--- src/hw/game_pkg.sv ---
/* Shared types of the penalty-shootout display: video bus, game states,
   player command opcodes, the command word and the marker colour */
package game_pkg;

    // One raster point with its timing flags and colour
    typedef struct packed {
        logic [10:0] hcount; // Pixel index within the line
        logic [10:0] vcount; // Line index within the frame
        logic        hsync;
        logic        vsync;
        logic        hblnk;  // High outside the active pixels of a line
        logic        vblnk;  // High outside the active lines of a frame
        logic [11:0] rgb;    // 4 bits each of red, green and blue
    } vga_bus_t;

    // Screens of the game, one renderer each
    typedef enum logic [2:0] {
        START   = 3'd0,
        SHOOTER = 3'd1,
        KEEPER  = 3'd2,
        WINNER  = 3'd3,
        LOSER   = 3'd4
    } game_state_t;

    // Player command opcodes
    typedef enum logic [1:0] {
        CMD_START = 2'd0, // Begin a game or return to the title screen
        CMD_SHOOT = 2'd1, // Shooter picks the goal column
        CMD_DIVE  = 2'd2  // Keeper picks the column to cover
    } cmd_op_t;

    // Command word on the valid/ready port
    typedef struct packed {
        cmd_op_t    op;
        logic [2:0] column; // One of the 8 goal columns
    } cmd_t;

    // Colour of the ball marker on every screen
    localparam logic [11:0] SPRITE_RGB = 12'hfff;

endpackage

--- src/hw/game_ctrl.sv ---
/* Game controller: command gate of one command per frame, screen FSM,
   goal, save and shot counters and the stored ball column */
module game_ctrl #(
    parameter int ROUNDS = 5
) (
    input  logic                  clk,
    input  logic                  rst,
    input  game_pkg::cmd_t        cmd,
    input  logic                  cmd_valid,
    output logic                  cmd_ready,
    input  logic                  frame_start,
    output game_pkg::game_state_t state,
    output logic [2:0]            ball_column
);
    import game_pkg::*;

    localparam int               CNT_W     = $clog2(ROUNDS + 1);
    localparam logic [CNT_W-1:0] LAST_SHOT = CNT_W'(ROUNDS);

    logic             accept;
    game_state_t      state_nxt;
    logic [2:0]       column_nxt;
    logic [CNT_W-1:0] goals;
    logic [CNT_W-1:0] goals_nxt;
    logic [CNT_W-1:0] saves;
    logic [CNT_W-1:0] saves_nxt;
    logic [CNT_W-1:0] shots;
    logic [CNT_W-1:0] shots_nxt;

    assign accept = cmd_valid && cmd_ready;

    // The gate opens at each frame start and closes on an accepted command.
    // Closing wins, so a command taken at the frame start still waits a full frame
    always_ff @(posedge clk) begin
        if (rst) begin
            cmd_ready <= 1'b0;
        end else if (accept) begin
            cmd_ready <= 1'b0;
        end else if (frame_start) begin
            cmd_ready <= 1'b1;
        end
    end

    always_comb begin
        state_nxt  = state;
        column_nxt = ball_column;
        goals_nxt  = goals;
        saves_nxt  = saves;
        shots_nxt  = shots;
        if (accept) begin
            case (state)
                START: begin
                    if (cmd.op == CMD_START) begin
                        state_nxt = SHOOTER; // New game starts with clean scores
                        goals_nxt = '0;
                        saves_nxt = '0;
                        shots_nxt = '0;
                    end
                end
                SHOOTER: begin
                    if (cmd.op == CMD_SHOOT) begin
                        column_nxt = cmd.column;
                        state_nxt  = KEEPER;
                    end
                end
                KEEPER: begin
                    if (cmd.op == CMD_DIVE) begin
                        shots_nxt = shots + 1'b1;
                        if (cmd.column == ball_column) begin
                            saves_nxt = saves + 1'b1; // Keeper guessed the column
                        end else begin
                            goals_nxt = goals + 1'b1;
                        end
                        if (shots_nxt == LAST_SHOT) begin
                            if (goals_nxt > saves_nxt) begin
                                state_nxt = WINNER;
                            end else begin
                                state_nxt = LOSER; // A draw goes to the keeper
                            end
                        end else begin
                            state_nxt = SHOOTER;
                        end
                    end
                end
                WINNER, LOSER: begin
                    if (cmd.op == CMD_START) begin
                        state_nxt = START;
                    end
                end
                default: state_nxt = START;
            endcase
        end
    end

    always_ff @(posedge clk) begin
        if (rst) begin
            state       <= START;
            ball_column <= '0;
            goals       <= '0;
            saves       <= '0;
            shots       <= '0;
        end else begin
            state       <= state_nxt;
            ball_column <= column_nxt;
            goals       <= goals_nxt;
            saves       <= saves_nxt;
            shots       <= shots_nxt;
        end
    end

    ready_drops_after_accept: assert property (
        @(posedge clk) disable iff (rst) accept |=> !cmd_ready
    ) else $error("cmd_ready still high after an accepted command");

    // The game must end once the last shot is taken
    shots_bounded: assert property (
        @(posedge clk) disable iff (rst) shots <= LAST_SHOT
    ) else $error("shot counter exceeds ROUNDS");

endmodule

--- src/hw/game_top.sv ---
/* Display subsystem top level: raster timing, game controller,
   five screen renderers and the frame-aligned output selector */
module game_top #(
    parameter int H_ACTIVE = 800,
    parameter int H_TOTAL  = 1056,
    parameter int V_ACTIVE = 600,
    parameter int V_TOTAL  = 628,
    parameter int ROUNDS   = 5
) (
    input  logic               clk,
    input  logic               rst,
    input  game_pkg::cmd_t     cmd,
    input  logic               cmd_valid,
    output logic               cmd_ready,
    output game_pkg::vga_bus_t vga_out
);
    import game_pkg::*;

    // Background colour of each screen
    localparam logic [11:0] START_RGB   = 12'h147;
    localparam logic [11:0] SHOOTER_RGB = 12'h2a2; // Pitch green
    localparam logic [11:0] KEEPER_RGB  = 12'h25c;
    localparam logic [11:0] WINNER_RGB  = 12'hec1;
    localparam logic [11:0] LOSER_RGB   = 12'hb22;

    vga_bus_t    raster;
    logic        frame_start;
    game_state_t state;
    logic [2:0]  ball_column;
    vga_bus_t    scr_start;
    vga_bus_t    scr_shooter;
    vga_bus_t    scr_keeper;
    vga_bus_t    scr_winner;
    vga_bus_t    scr_loser;

    vga_timing #(
        .H_ACTIVE(H_ACTIVE),
        .H_TOTAL (H_TOTAL),
        .V_ACTIVE(V_ACTIVE),
        .V_TOTAL (V_TOTAL)
    ) u_timing (
        .clk        (clk),
        .rst        (rst),
        .raster     (raster),
        .frame_start(frame_start)
    );

    game_ctrl #(.ROUNDS(ROUNDS)) u_ctrl (
        .clk        (clk),
        .rst        (rst),
        .cmd        (cmd),
        .cmd_valid  (cmd_valid),
        .cmd_ready  (cmd_ready),
        .frame_start(frame_start),
        .state      (state),
        .ball_column(ball_column)
    );

    screen_draw #(.H_ACTIVE(H_ACTIVE), .V_ACTIVE(V_ACTIVE), .BG_RGB(START_RGB)) u_draw_start (
        .clk(clk), .rst(rst), .raster(raster), .ball_column(ball_column), .screen(scr_start)
    );

    screen_draw #(.H_ACTIVE(H_ACTIVE), .V_ACTIVE(V_ACTIVE), .BG_RGB(SHOOTER_RGB)) u_draw_shooter (
        .clk(clk), .rst(rst), .raster(raster), .ball_column(ball_column), .screen(scr_shooter)
    );

    screen_draw #(.H_ACTIVE(H_ACTIVE), .V_ACTIVE(V_ACTIVE), .BG_RGB(KEEPER_RGB)) u_draw_keeper (
        .clk(clk), .rst(rst), .raster(raster), .ball_column(ball_column), .screen(scr_keeper)
    );

    screen_draw #(.H_ACTIVE(H_ACTIVE), .V_ACTIVE(V_ACTIVE), .BG_RGB(WINNER_RGB)) u_draw_winner (
        .clk(clk), .rst(rst), .raster(raster), .ball_column(ball_column), .screen(scr_winner)
    );

    screen_draw #(.H_ACTIVE(H_ACTIVE), .V_ACTIVE(V_ACTIVE), .BG_RGB(LOSER_RGB)) u_draw_loser (
        .clk(clk), .rst(rst), .raster(raster), .ball_column(ball_column), .screen(scr_loser)
    );

    output_selector u_sel (
        .clk       (clk),
        .rst       (rst),
        .in_start  (scr_start),
        .in_shooter(scr_shooter),
        .in_keeper (scr_keeper),
        .in_winner (scr_winner),
        .in_loser  (scr_loser),
        .state     (state),
        .vga_out   (vga_out)
    );

endmodule

--- src/hw/output_selector.sv ---
/* Output stage: picks the bus of the displayed screen, switching screens
   only at the first pixel of a frame, and registers it */
module output_selector (
    input  logic                  clk,
    input  logic                  rst,
    input  game_pkg::vga_bus_t    in_start,
    input  game_pkg::vga_bus_t    in_shooter,
    input  game_pkg::vga_bus_t    in_keeper,
    input  game_pkg::vga_bus_t    in_winner,
    input  game_pkg::vga_bus_t    in_loser,
    input  game_pkg::game_state_t state,
    output game_pkg::vga_bus_t    vga_out
);
    import game_pkg::*;

    game_state_t shown;     // Screen currently on the display
    game_state_t shown_nxt;
    logic        at_origin;
    vga_bus_t    selected;

    // All renderers share one raster, so the START bus stands for them all
    assign at_origin = (in_start.hcount == 11'd0) && (in_start.vcount == 11'd0);

    // The new screen applies from pixel (0,0) itself, so the whole frame matches
    always_comb begin
        if (at_origin) begin
            shown_nxt = state;
        end else begin
            shown_nxt = shown;
        end
    end

    always_comb begin
        case (shown_nxt)
            START:   selected = in_start;
            SHOOTER: selected = in_shooter;
            KEEPER:  selected = in_keeper;
            WINNER:  selected = in_winner;
            LOSER:   selected = in_loser;
            default: selected = in_start;
        endcase
    end

    always_ff @(posedge clk) begin
        if (rst) begin
            shown   <= START;
            vga_out <= '0; // Syncs and blanks inactive until the raster arrives
        end else begin
            shown   <= shown_nxt;
            vga_out <= selected;
        end
    end

    // A screen switch mid-frame would tear the picture
    switch_at_frame_start: assert property (
        @(posedge clk) disable iff (rst) !$stable(shown) |-> $past(at_origin)
    ) else $error("displayed screen changed away from pixel (0,0)");

endmodule

--- src/hw/screen_draw.sv ---
/* Screen renderer: solid background with the ball marker box,
   one register stage on the raster bus */
module screen_draw #(
    parameter int          H_ACTIVE = 800,
    parameter int          V_ACTIVE = 600,
    parameter logic [11:0] BG_RGB   = 12'h000
) (
    input  logic               clk,
    input  logic               rst,
    input  game_pkg::vga_bus_t raster,
    input  logic [2:0]         ball_column,
    output game_pkg::vga_bus_t screen
);
    import game_pkg::*;

    // Each goal column is one eighth of the line wide
    localparam logic [10:0] COL_W   = 11'(H_ACTIVE / 8);
    localparam logic [10:0] BOX_TOP = 11'(3 * V_ACTIVE / 8);
    localparam logic [10:0] BOX_BOT = 11'(5 * V_ACTIVE / 8);

    logic [10:0] box_left;
    logic [10:0] box_right;
    logic        in_box;
    vga_bus_t    pixel;

    assign box_left  = 11'(ball_column) * COL_W;
    assign box_right = box_left + COL_W;

    always_comb begin
        in_box = (raster.hcount >= box_left) && (raster.hcount < box_right) &&
                 (raster.vcount >= BOX_TOP) && (raster.vcount < BOX_BOT);
        pixel = raster;
        if (raster.hblnk || raster.vblnk) begin
            pixel.rgb = '0; // Blanked pixels must be black
        end else if (in_box) begin
            pixel.rgb = SPRITE_RGB;
        end else begin
            pixel.rgb = BG_RGB;
        end
    end

    always_ff @(posedge clk) begin
        if (rst) begin
            screen <= '0;
        end else begin
            screen <= pixel;
        end
    end

endmodule

--- src/hw/vga_timing.sv ---
/* Raster generator: wrapping pixel and line counters with sync pulses,
   blanking flags and a pulse at the first pixel of each frame */
module vga_timing #(
    parameter int H_ACTIVE = 800,
    parameter int H_TOTAL  = 1056,
    parameter int V_ACTIVE = 600,
    parameter int V_TOTAL  = 628
) (
    input  logic               clk,
    input  logic               rst,
    output game_pkg::vga_bus_t raster,
    output logic               frame_start
);

    localparam logic [10:0] H_LAST = 11'(H_TOTAL - 1);
    localparam logic [10:0] V_LAST = 11'(V_TOTAL - 1);
    localparam logic [10:0] H_END  = 11'(H_ACTIVE);
    localparam logic [10:0] V_END  = 11'(V_ACTIVE);

    // Sync pulses cover the middle half of each blanking interval
    localparam logic [10:0] H_SYNC_START = 11'(H_ACTIVE + (H_TOTAL - H_ACTIVE) / 4);
    localparam logic [10:0] H_SYNC_END   = 11'(H_ACTIVE + 3 * (H_TOTAL - H_ACTIVE) / 4);
    localparam logic [10:0] V_SYNC_START = 11'(V_ACTIVE + (V_TOTAL - V_ACTIVE) / 4);
    localparam logic [10:0] V_SYNC_END   = 11'(V_ACTIVE + 3 * (V_TOTAL - V_ACTIVE) / 4);

    logic [10:0] hcount;
    logic [10:0] vcount;

    always_ff @(posedge clk) begin
        if (rst) begin
            hcount <= '0;
            vcount <= '0;
        end else if (hcount == H_LAST) begin
            hcount <= '0;
            if (vcount == V_LAST) begin
                vcount <= '0; // Frame wraps back to the top line
            end else begin
                vcount <= vcount + 11'd1;
            end
        end else begin
            hcount <= hcount + 11'd1;
        end
    end

    // Timing flags decode straight from the counters so all fields stay aligned
    always_comb begin
        raster.hcount = hcount;
        raster.vcount = vcount;
        raster.hblnk  = (hcount >= H_END);
        raster.vblnk  = (vcount >= V_END);
        raster.hsync  = (hcount >= H_SYNC_START) && (hcount < H_SYNC_END);
        raster.vsync  = (vcount >= V_SYNC_START) && (vcount < V_SYNC_END);
        raster.rgb    = '0; // Colour is filled in by the renderers
    end

    assign frame_start = (hcount == 11'd0) && (vcount == 11'd0);

    // Pixel counter must stay inside the line
    hcount_bounded: assert property (
        @(posedge clk) disable iff (rst) hcount < 11'(H_TOTAL)
    ) else $error("hcount out of range");

endmodule

--- config.mk ---
export PLATFORM = sky130hd
export DESIGN_NAME = game_top
export DESIGN_NICKNAME = d
export VERILOG_FILES = /design/src/hw/game_pkg.sv /design/src/hw/game_ctrl.sv /design/src/hw/game_top.sv /design/src/hw/output_selector.sv /design/src/hw/screen_draw.sv /design/src/hw/vga_timing.sv
export SDC_FILE = /design/constraint.sdc
export NUM_CORES = 1
export LEC_CHECK = 0
export BUFFER_PORTS_ARGS = -buffer_cell sky130_fd_sc_hd__buf_2
export CORE_ASPECT_RATIO = 0.6
export CORE_MARGIN = 10
export CORE_UTILIZATION = 25
export DETAILED_ROUTE_END_ITERATION = 6
export GPL_ROUTABILITY_DRIVEN = 0
export HOLD_SLACK_MARGIN = 0.05
export PLACE_DENSITY = 0.37
export SLEW_MARGIN = 20
export SYNTH_ARGS = -nofsm -noshare
export SYNTH_HDL_FRONTEND = slang
export SYNTH_HIERARCHICAL = 1
export SYNTH_SLANG_ARGS = --single-unit
export TNS_END_PERCENT = 20
--- constraint.sdc ---
create_clock -name clk -period 8.5 [get_ports clk]
set_input_delay 0 -clock clk [delete_from_list [all_inputs] [get_ports clk]]
set_output_delay 0 -clock clk [all_outputs]
set_load 0.03 [all_outputs]
Word-level counts from Yosys, hierarchy flattened
Cells that the tools add are included.

Flip-flop bits (word level): 165. Latch bits: 0. RAM bits: 0. ROM bits: 0. Input bits: 8. Output and inout port bits: 39. Word-level logic and storage cells: 115. Memories kept: 0.

Add/sub/neg operators: 6. Multiply operators: 1. Divide/modulo/power cells: 0. $lt $le $gt $ge: 11. Eq/ne operators: 18. Shift operators: 0. Muxes and demuxes: 29. Bitwise gates (word level): 0. Reductions and logical operators: 23.

Operators by type and width (count): $mux 3 (18); $pmux 12 s4 (1); $ge 11x10->1 const B (4); $logic_not 11->1 (4); $mux 12 (3); $add 11x1->11 const B (2); $lt 11x10->1 const B (2); $mux 11 (2); $pmux 3 s2 (3); $eq 3x2->1 const B (4); $pmux 3 s4 (1); $add 10x7->11 const B (1); $eq 11x10->1 const B (1); $eq 11x11->1 const B (1); $ge 11x10->1 (1); $ge 11x8->1 const B (1); $lt 11x11->1 (1); $lt 11x9->1 const B (1); $add 3x1->3 const B (3); $eq 3x3->1 const B (3); $mux 9 (1); $logic_and 1x1->1 (8); $mul 3x5->8 const B (1); $ne 2x1->1 const B (4); other kinds (13) (17).

Logic depth before layout (Yosys ltp)
Depth in word-level cells: 10. Gate-level depth with buffers: 12.

Cells and area by module
Netlist, hierarchy kept.

By module, submodules not included: screen_draw (u_draw_keeper ...) (times used 3, cells an instance 143, area each 1451.4 sq um, seq. area each 560.5 sq um); output_selector (times used 1, cells an instance 359, area each 2980.4 sq um, seq. area each 820.8 sq um); screen_draw (u_draw_start) (times used 1, cells an instance 143, area each 1457.6 sq um, seq. area each 560.5 sq um); screen_draw (u_draw_winner) (times used 1, cells an instance 143, area each 1456.4 sq um, seq. area each 560.5 sq um); vga_timing (times used 1, cells an instance 155, area each 1307.5 sq um, seq. area each 440.4 sq um); game_ctrl (times used 1, cells an instance 128, area each 1151.1 sq um, seq. area each 320.3 sq um).

Worst setup path after synthesis
Ideal clock, no wire load.

Path kind: reg2reg. Start point: register u_ctrl.ball_column[1]. End point: register u_draw_keeper/screen[10] (netlist bit). Arrival: 3.350 ns. Path slack: 5.047 ns. Stages on the path, launching flop included: 12. Buffers on the path: 0. Period minus slack after synthesis: 3.453 ns. Cells stage by stage: dfxtp_1 inv_1 ha_1 inv_1 ha_1 ha_1 inv_1 or3_1 ha_1 a2111oi_0 nand3_1 a2111oi_2.

Longest elaborated chain between the ends: 7. Elaborated cells on any way between the ends: 8. Classes of those cells: add/sub: 1; mul: 1; order compare: 2; mux: 1; reduce/logical: 3.

Ends and longest elaborated chain: start: declaration (RTL line game_ctrl.sv:13) `output logic [2:0] ball_column`; start signal: assignment (RTL line game_ctrl.sv:104) `ball_column <= column_nxt;`; $mul 3x5->8 * (RTL line screen_draw.sv:26) `assign box_left = 11'(ball_column) * COL_W;`; $add 10x7->11 (RTL line screen_draw.sv:27) `assign box_right = box_left + COL_W;`; $lt 11x11->1 (RTL line screen_draw.sv:30) `in_box = (raster.hcount >= box_left) && (raster.hcount < box_right) &&`; $logic_and 1x1->1 * (2 in series) (RTL line screen_draw.sv:30); $logic_and 1x1->1 * (RTL line screen_draw.sv:31) `(raster.vcount >= BOX_TOP) && (raster.vcount < BOX_BOT);`; $mux 12 * (RTL line screen_draw.sv:35) `end else if (in_box) begin`; end signal: assignment (RTL line screen_draw.sv:46) `screen <= pixel;`; end: declaration (RTL line screen_draw.sv:12) `output game_pkg::vga_bus_t screen`.

Mark *: on every way between the ends. The rest lies on a longest branch, timed or not. A chain may end at the register's enable or synchronous reset.

Worst setup path in the final report
Start point: register u_ctrl.ball_column[1]. End point: register u_draw_winner/screen[8] (netlist bit).

Longest elaborated chain between the ends: 7. Elaborated cells on any way between the ends: 8. Classes of those cells: add/sub: 1; mul: 1; order compare: 2; mux: 1; reduce/logical: 3.

Ends and longest elaborated chain (RTL line): $mul 3x5->8 * (screen_draw.sv:26); $add 10x7->11 (screen_draw.sv:27); $lt 11x11->1 (screen_draw.sv:30); $logic_and 1x1->1 * (2 in series) (screen_draw.sv:30); $logic_and 1x1->1 * (screen_draw.sv:31); $mux 9 * (screen_draw.sv:35); end signal: assignment (screen_draw.sv:46); end: declaration (screen_draw.sv:12).

Marks and branches as above.

==> flow_summary_export.csv <==
group,metric,value,unit
status,status,"finished, final reports clean",
worst_setup_path,crit_chain,"buf_4, inv_1, ha_1, inv_1, ha_1, ha_1, inv_1, or3_1, ha_1, a2111oi_0, nand3_1, a2111oi_2",
sta,worst_slew_pin_slew,1.16,ns
worst_setup_path,cp-start-kind,"register",
clock_tree,cts.clk_slew.worst_paths,0.08,ns
cells_and_area,final_cell_area,0.0141,mm2
drt,drt-pass1-iter-count,6,
pwr,seqPwrFrac,0.450,
drt,wl_met2,16.0,mm
floorplanning,coreArea,0.0497,mm2
clock_tree,h-tree-depth,1,
placed_design,place_inst,1954,
floorplanning,core.rowCount,63,
worst_setup_path,cp_slowest_cell,"a2111oi_0",
worst_setup_path,slowest_delay,0.52,ns
worst_setup_path,crit_family,"adder cells",
sta,slew_headroom,0.217,
cells_and_area,nNetsFinal,1480,
worst_setup_path,cp_max_fo,25,
clock_tree,cts-root-buf,"clkbuf_16",
cells_and_area,fin_cells,2005,
floorplanning,die_x,310,um
clock_tree,cts_made_buffers,23,
cells_and_area,syn2layout_area_growth,11.9,%
pwr,swShare,0.275,
pwr,ir_drop,147,uV
grt,antenna_found_initial,1,
worst_setup_path,path_buf_inv,4,
clock_tree,cts_tree,"yes",
pwr,clkPwrFrac,0.445,
logic_synthesis,syn_area,0.0126,mm2
worst_setup_path,crit_type,"reg2reg",
cells_and_area,drive_above_1_share,0.117,
logic_synthesis,syn_inst,1344,
sta,fin_crit,3.61,ns
worst_setup_path,cp.arrival,4.06,ns
sta,drv_slew,0,
drt,drc,0,
drt,top_layer,"met4",
logic_synthesis,syn_area_per_cell,9.38,um2
worst_setup_path,required,8.95,ns
sta,max_freq,277,MHz
drt,met1Wirelength,22.5,mm
grt,grt_use_total,0.133,
drt,ant_nets,0,
floorplanning,ioPinCount,47,
pwr,combPwrFrac,0.105,
drt,drt-total-wl,40.8,mm
grt,grt_pass1_wl,63.1,mm
grt,grt_overflow,0,
pwr,power_density,169,mW/mm2
logic_synthesis,syn_nets,1487,
clock_tree,clkSinkCount,219,
drt,wire_per_inst,20.4,um
drt,dr_wl_met3,1.75,mm
pwr,p_int,1.73,mW
placed_design,dp_hpwl,26.6,mm
pwr,p_leak,5.52,nW
logic_synthesis,yosysWarnings,6,
drt,via_per_inst,4.98,
sta,hold_viol,0,
grt,first_global_vias,10000,
run,cap_violations,0,
floorplanning,die_area,0.0601,mm2
grt,grt_max_degree,146,
pwr,p_total,2.38,mW
floorplanning,start_util,0.254,
sta,rsz0062_at_grt,"no",
sta,fin_skew,0.0230,ns
drt,first_iter_violations,724,
min_path,hold_class,"in2reg",
floorplanning,chipHeight,194,um
clock_tree,cts_buffer_depth,3,
sta,tns,0,ns
placed_design,port_buffers,46,
sta,setup_viol,0,
pwr,switching_power,0.656,mW
worst_setup_path,path_common_cell,"ha_1",
drt,via_count,9984,
worst_setup_path,end_kind,"register",
clock_tree,clk_latency,0.55,ns
sta,post-route-period-util,0.425,
placed_design,dpl_cell_area,0.0133,mm2
## placed cells by master (no fill, tap or decap), types with 5 or more instances in the layout
master	n
a2111oi_0	5
a211oi_1	47
a21o_1	8
a21oi_1	46
a221oi_1	38
a222oi_1	37
and3_1	8
buf_2	45
buf_4	29
clkbuf_16	23
clkinv_2	7
dfxtp_1	216
dlygate4sd3_1	8
ha_1	135
inv_1	47
nand2_1	51
nand3_1	22
nand3b_1	7
nand4_1	24
nor2_1	85
nor2b_1	164
nor3_1	19
nor3b_1	5
nor4_1	8
o2111ai_1	5
o21ai_0	17
o21bai_1	43
o221ai_1	6
o311a_1	5
o31a_1	5
or3_1	11
or4_1	11
xnor2_1	42
xor2_1	14
## per-layer routing
metal,GRT usage,up-vias
met3,0.0224,41
met5,0,-
met2,0.187,199
met4,0.0226,0
li1,-,4893
met1,0.207,4851
## final cells by class
type / instances / area (um2)
well taps: 650 / 813
flip-flops and latches: 219 / 4390
repair buffers: 84 / 554
inverters: 47 / 176
diodes: 1 / 2.50
clock inverters: 12 / 131
clock buffers: 30 / 642
multi-input cells: 962 / 7410
fillers: 5231 / 35500
## worst min-delay path, delay by kind of cell
kind	cells	cell delay, ns
buffers and inverters	2	0.66
muxes	1	0.07
and+or+nand+nor	1	0.07
## timing repair
item,in CTS,in global routing
resized for setup,0,0
setup buffers,0,0
hold endpoints to repair,64,0
hold buffers,8,0
## through the flow
stage | hold WS, ns | util | setup WS [ns]
after floorplan | 0.0707 | - | 5.05
after global placement | 0.301 | 0.267 | 4.89
after detailed placement | 0.309 | 0.267 | 4.84
after CTS | 0.276 | 0.284 | 4.82
after global routing | 0.317 | 0.284 | 4.57
final | 0.299 | 0.284 | 4.89
## flip-flops by register name, summed over array words and instances, names as in the netlist, 3 cells and up
name	count
u_timing/vcount	11
u_draw_start/screen	28
u_draw_winner/screen	28
u_draw_loser/screen	28
u_ctrl/state	3
u_sel/shown	3
u_ctrl/goals	3
u_ctrl/saves	3
u_timing/hcount	11
u_ctrl/ball_column	3
u_sel/vga_out	38
u_ctrl/shots	3
u_draw_shooter/screen	28
u_draw_keeper/screen	28
## final timing paths
| check | startpoint | to | slack, ns | depth (start not counted) |
|---|---|---|---|---|
| max | u_ctrl/ball_column[1]$_SDFFE_PP0P_ | u_draw_winner/screen[8]$_SDFF_PP0_ | 4.89 | 12 |
| max reg2reg | u_ctrl/ball_column[1]$_SDFFE_PP0P_ | u_draw_winner/screen[8]$_SDFF_PP0_ | 4.89 | 12 |
| min reg2reg | u_ctrl/shots[0]$_SDFFE_PP0P_ | u_ctrl/shots[0]$_SDFFE_PP0P_ | 0.48 | 2 |
| min | cmd[2] | u_ctrl/ball_column[2]$_SDFFE_PP0P_ | 0.30 | 4 |
## power groups by stage
stage / Sequential [mW] / Clock (mW) / Combinational [mW]
floorplan: 1.13 / 0 / 0.136
global placement: 1.10 / 0 / 0.251
detailed placement: 1.10 / 0 / 0.251
CTS: 1.07 / 1.10 / 0.255
global route: 1.07 / 1.13 / 0.274
finish: 1.07 / 1.06 / 0.251
Power figures use the tool's default switching activity.
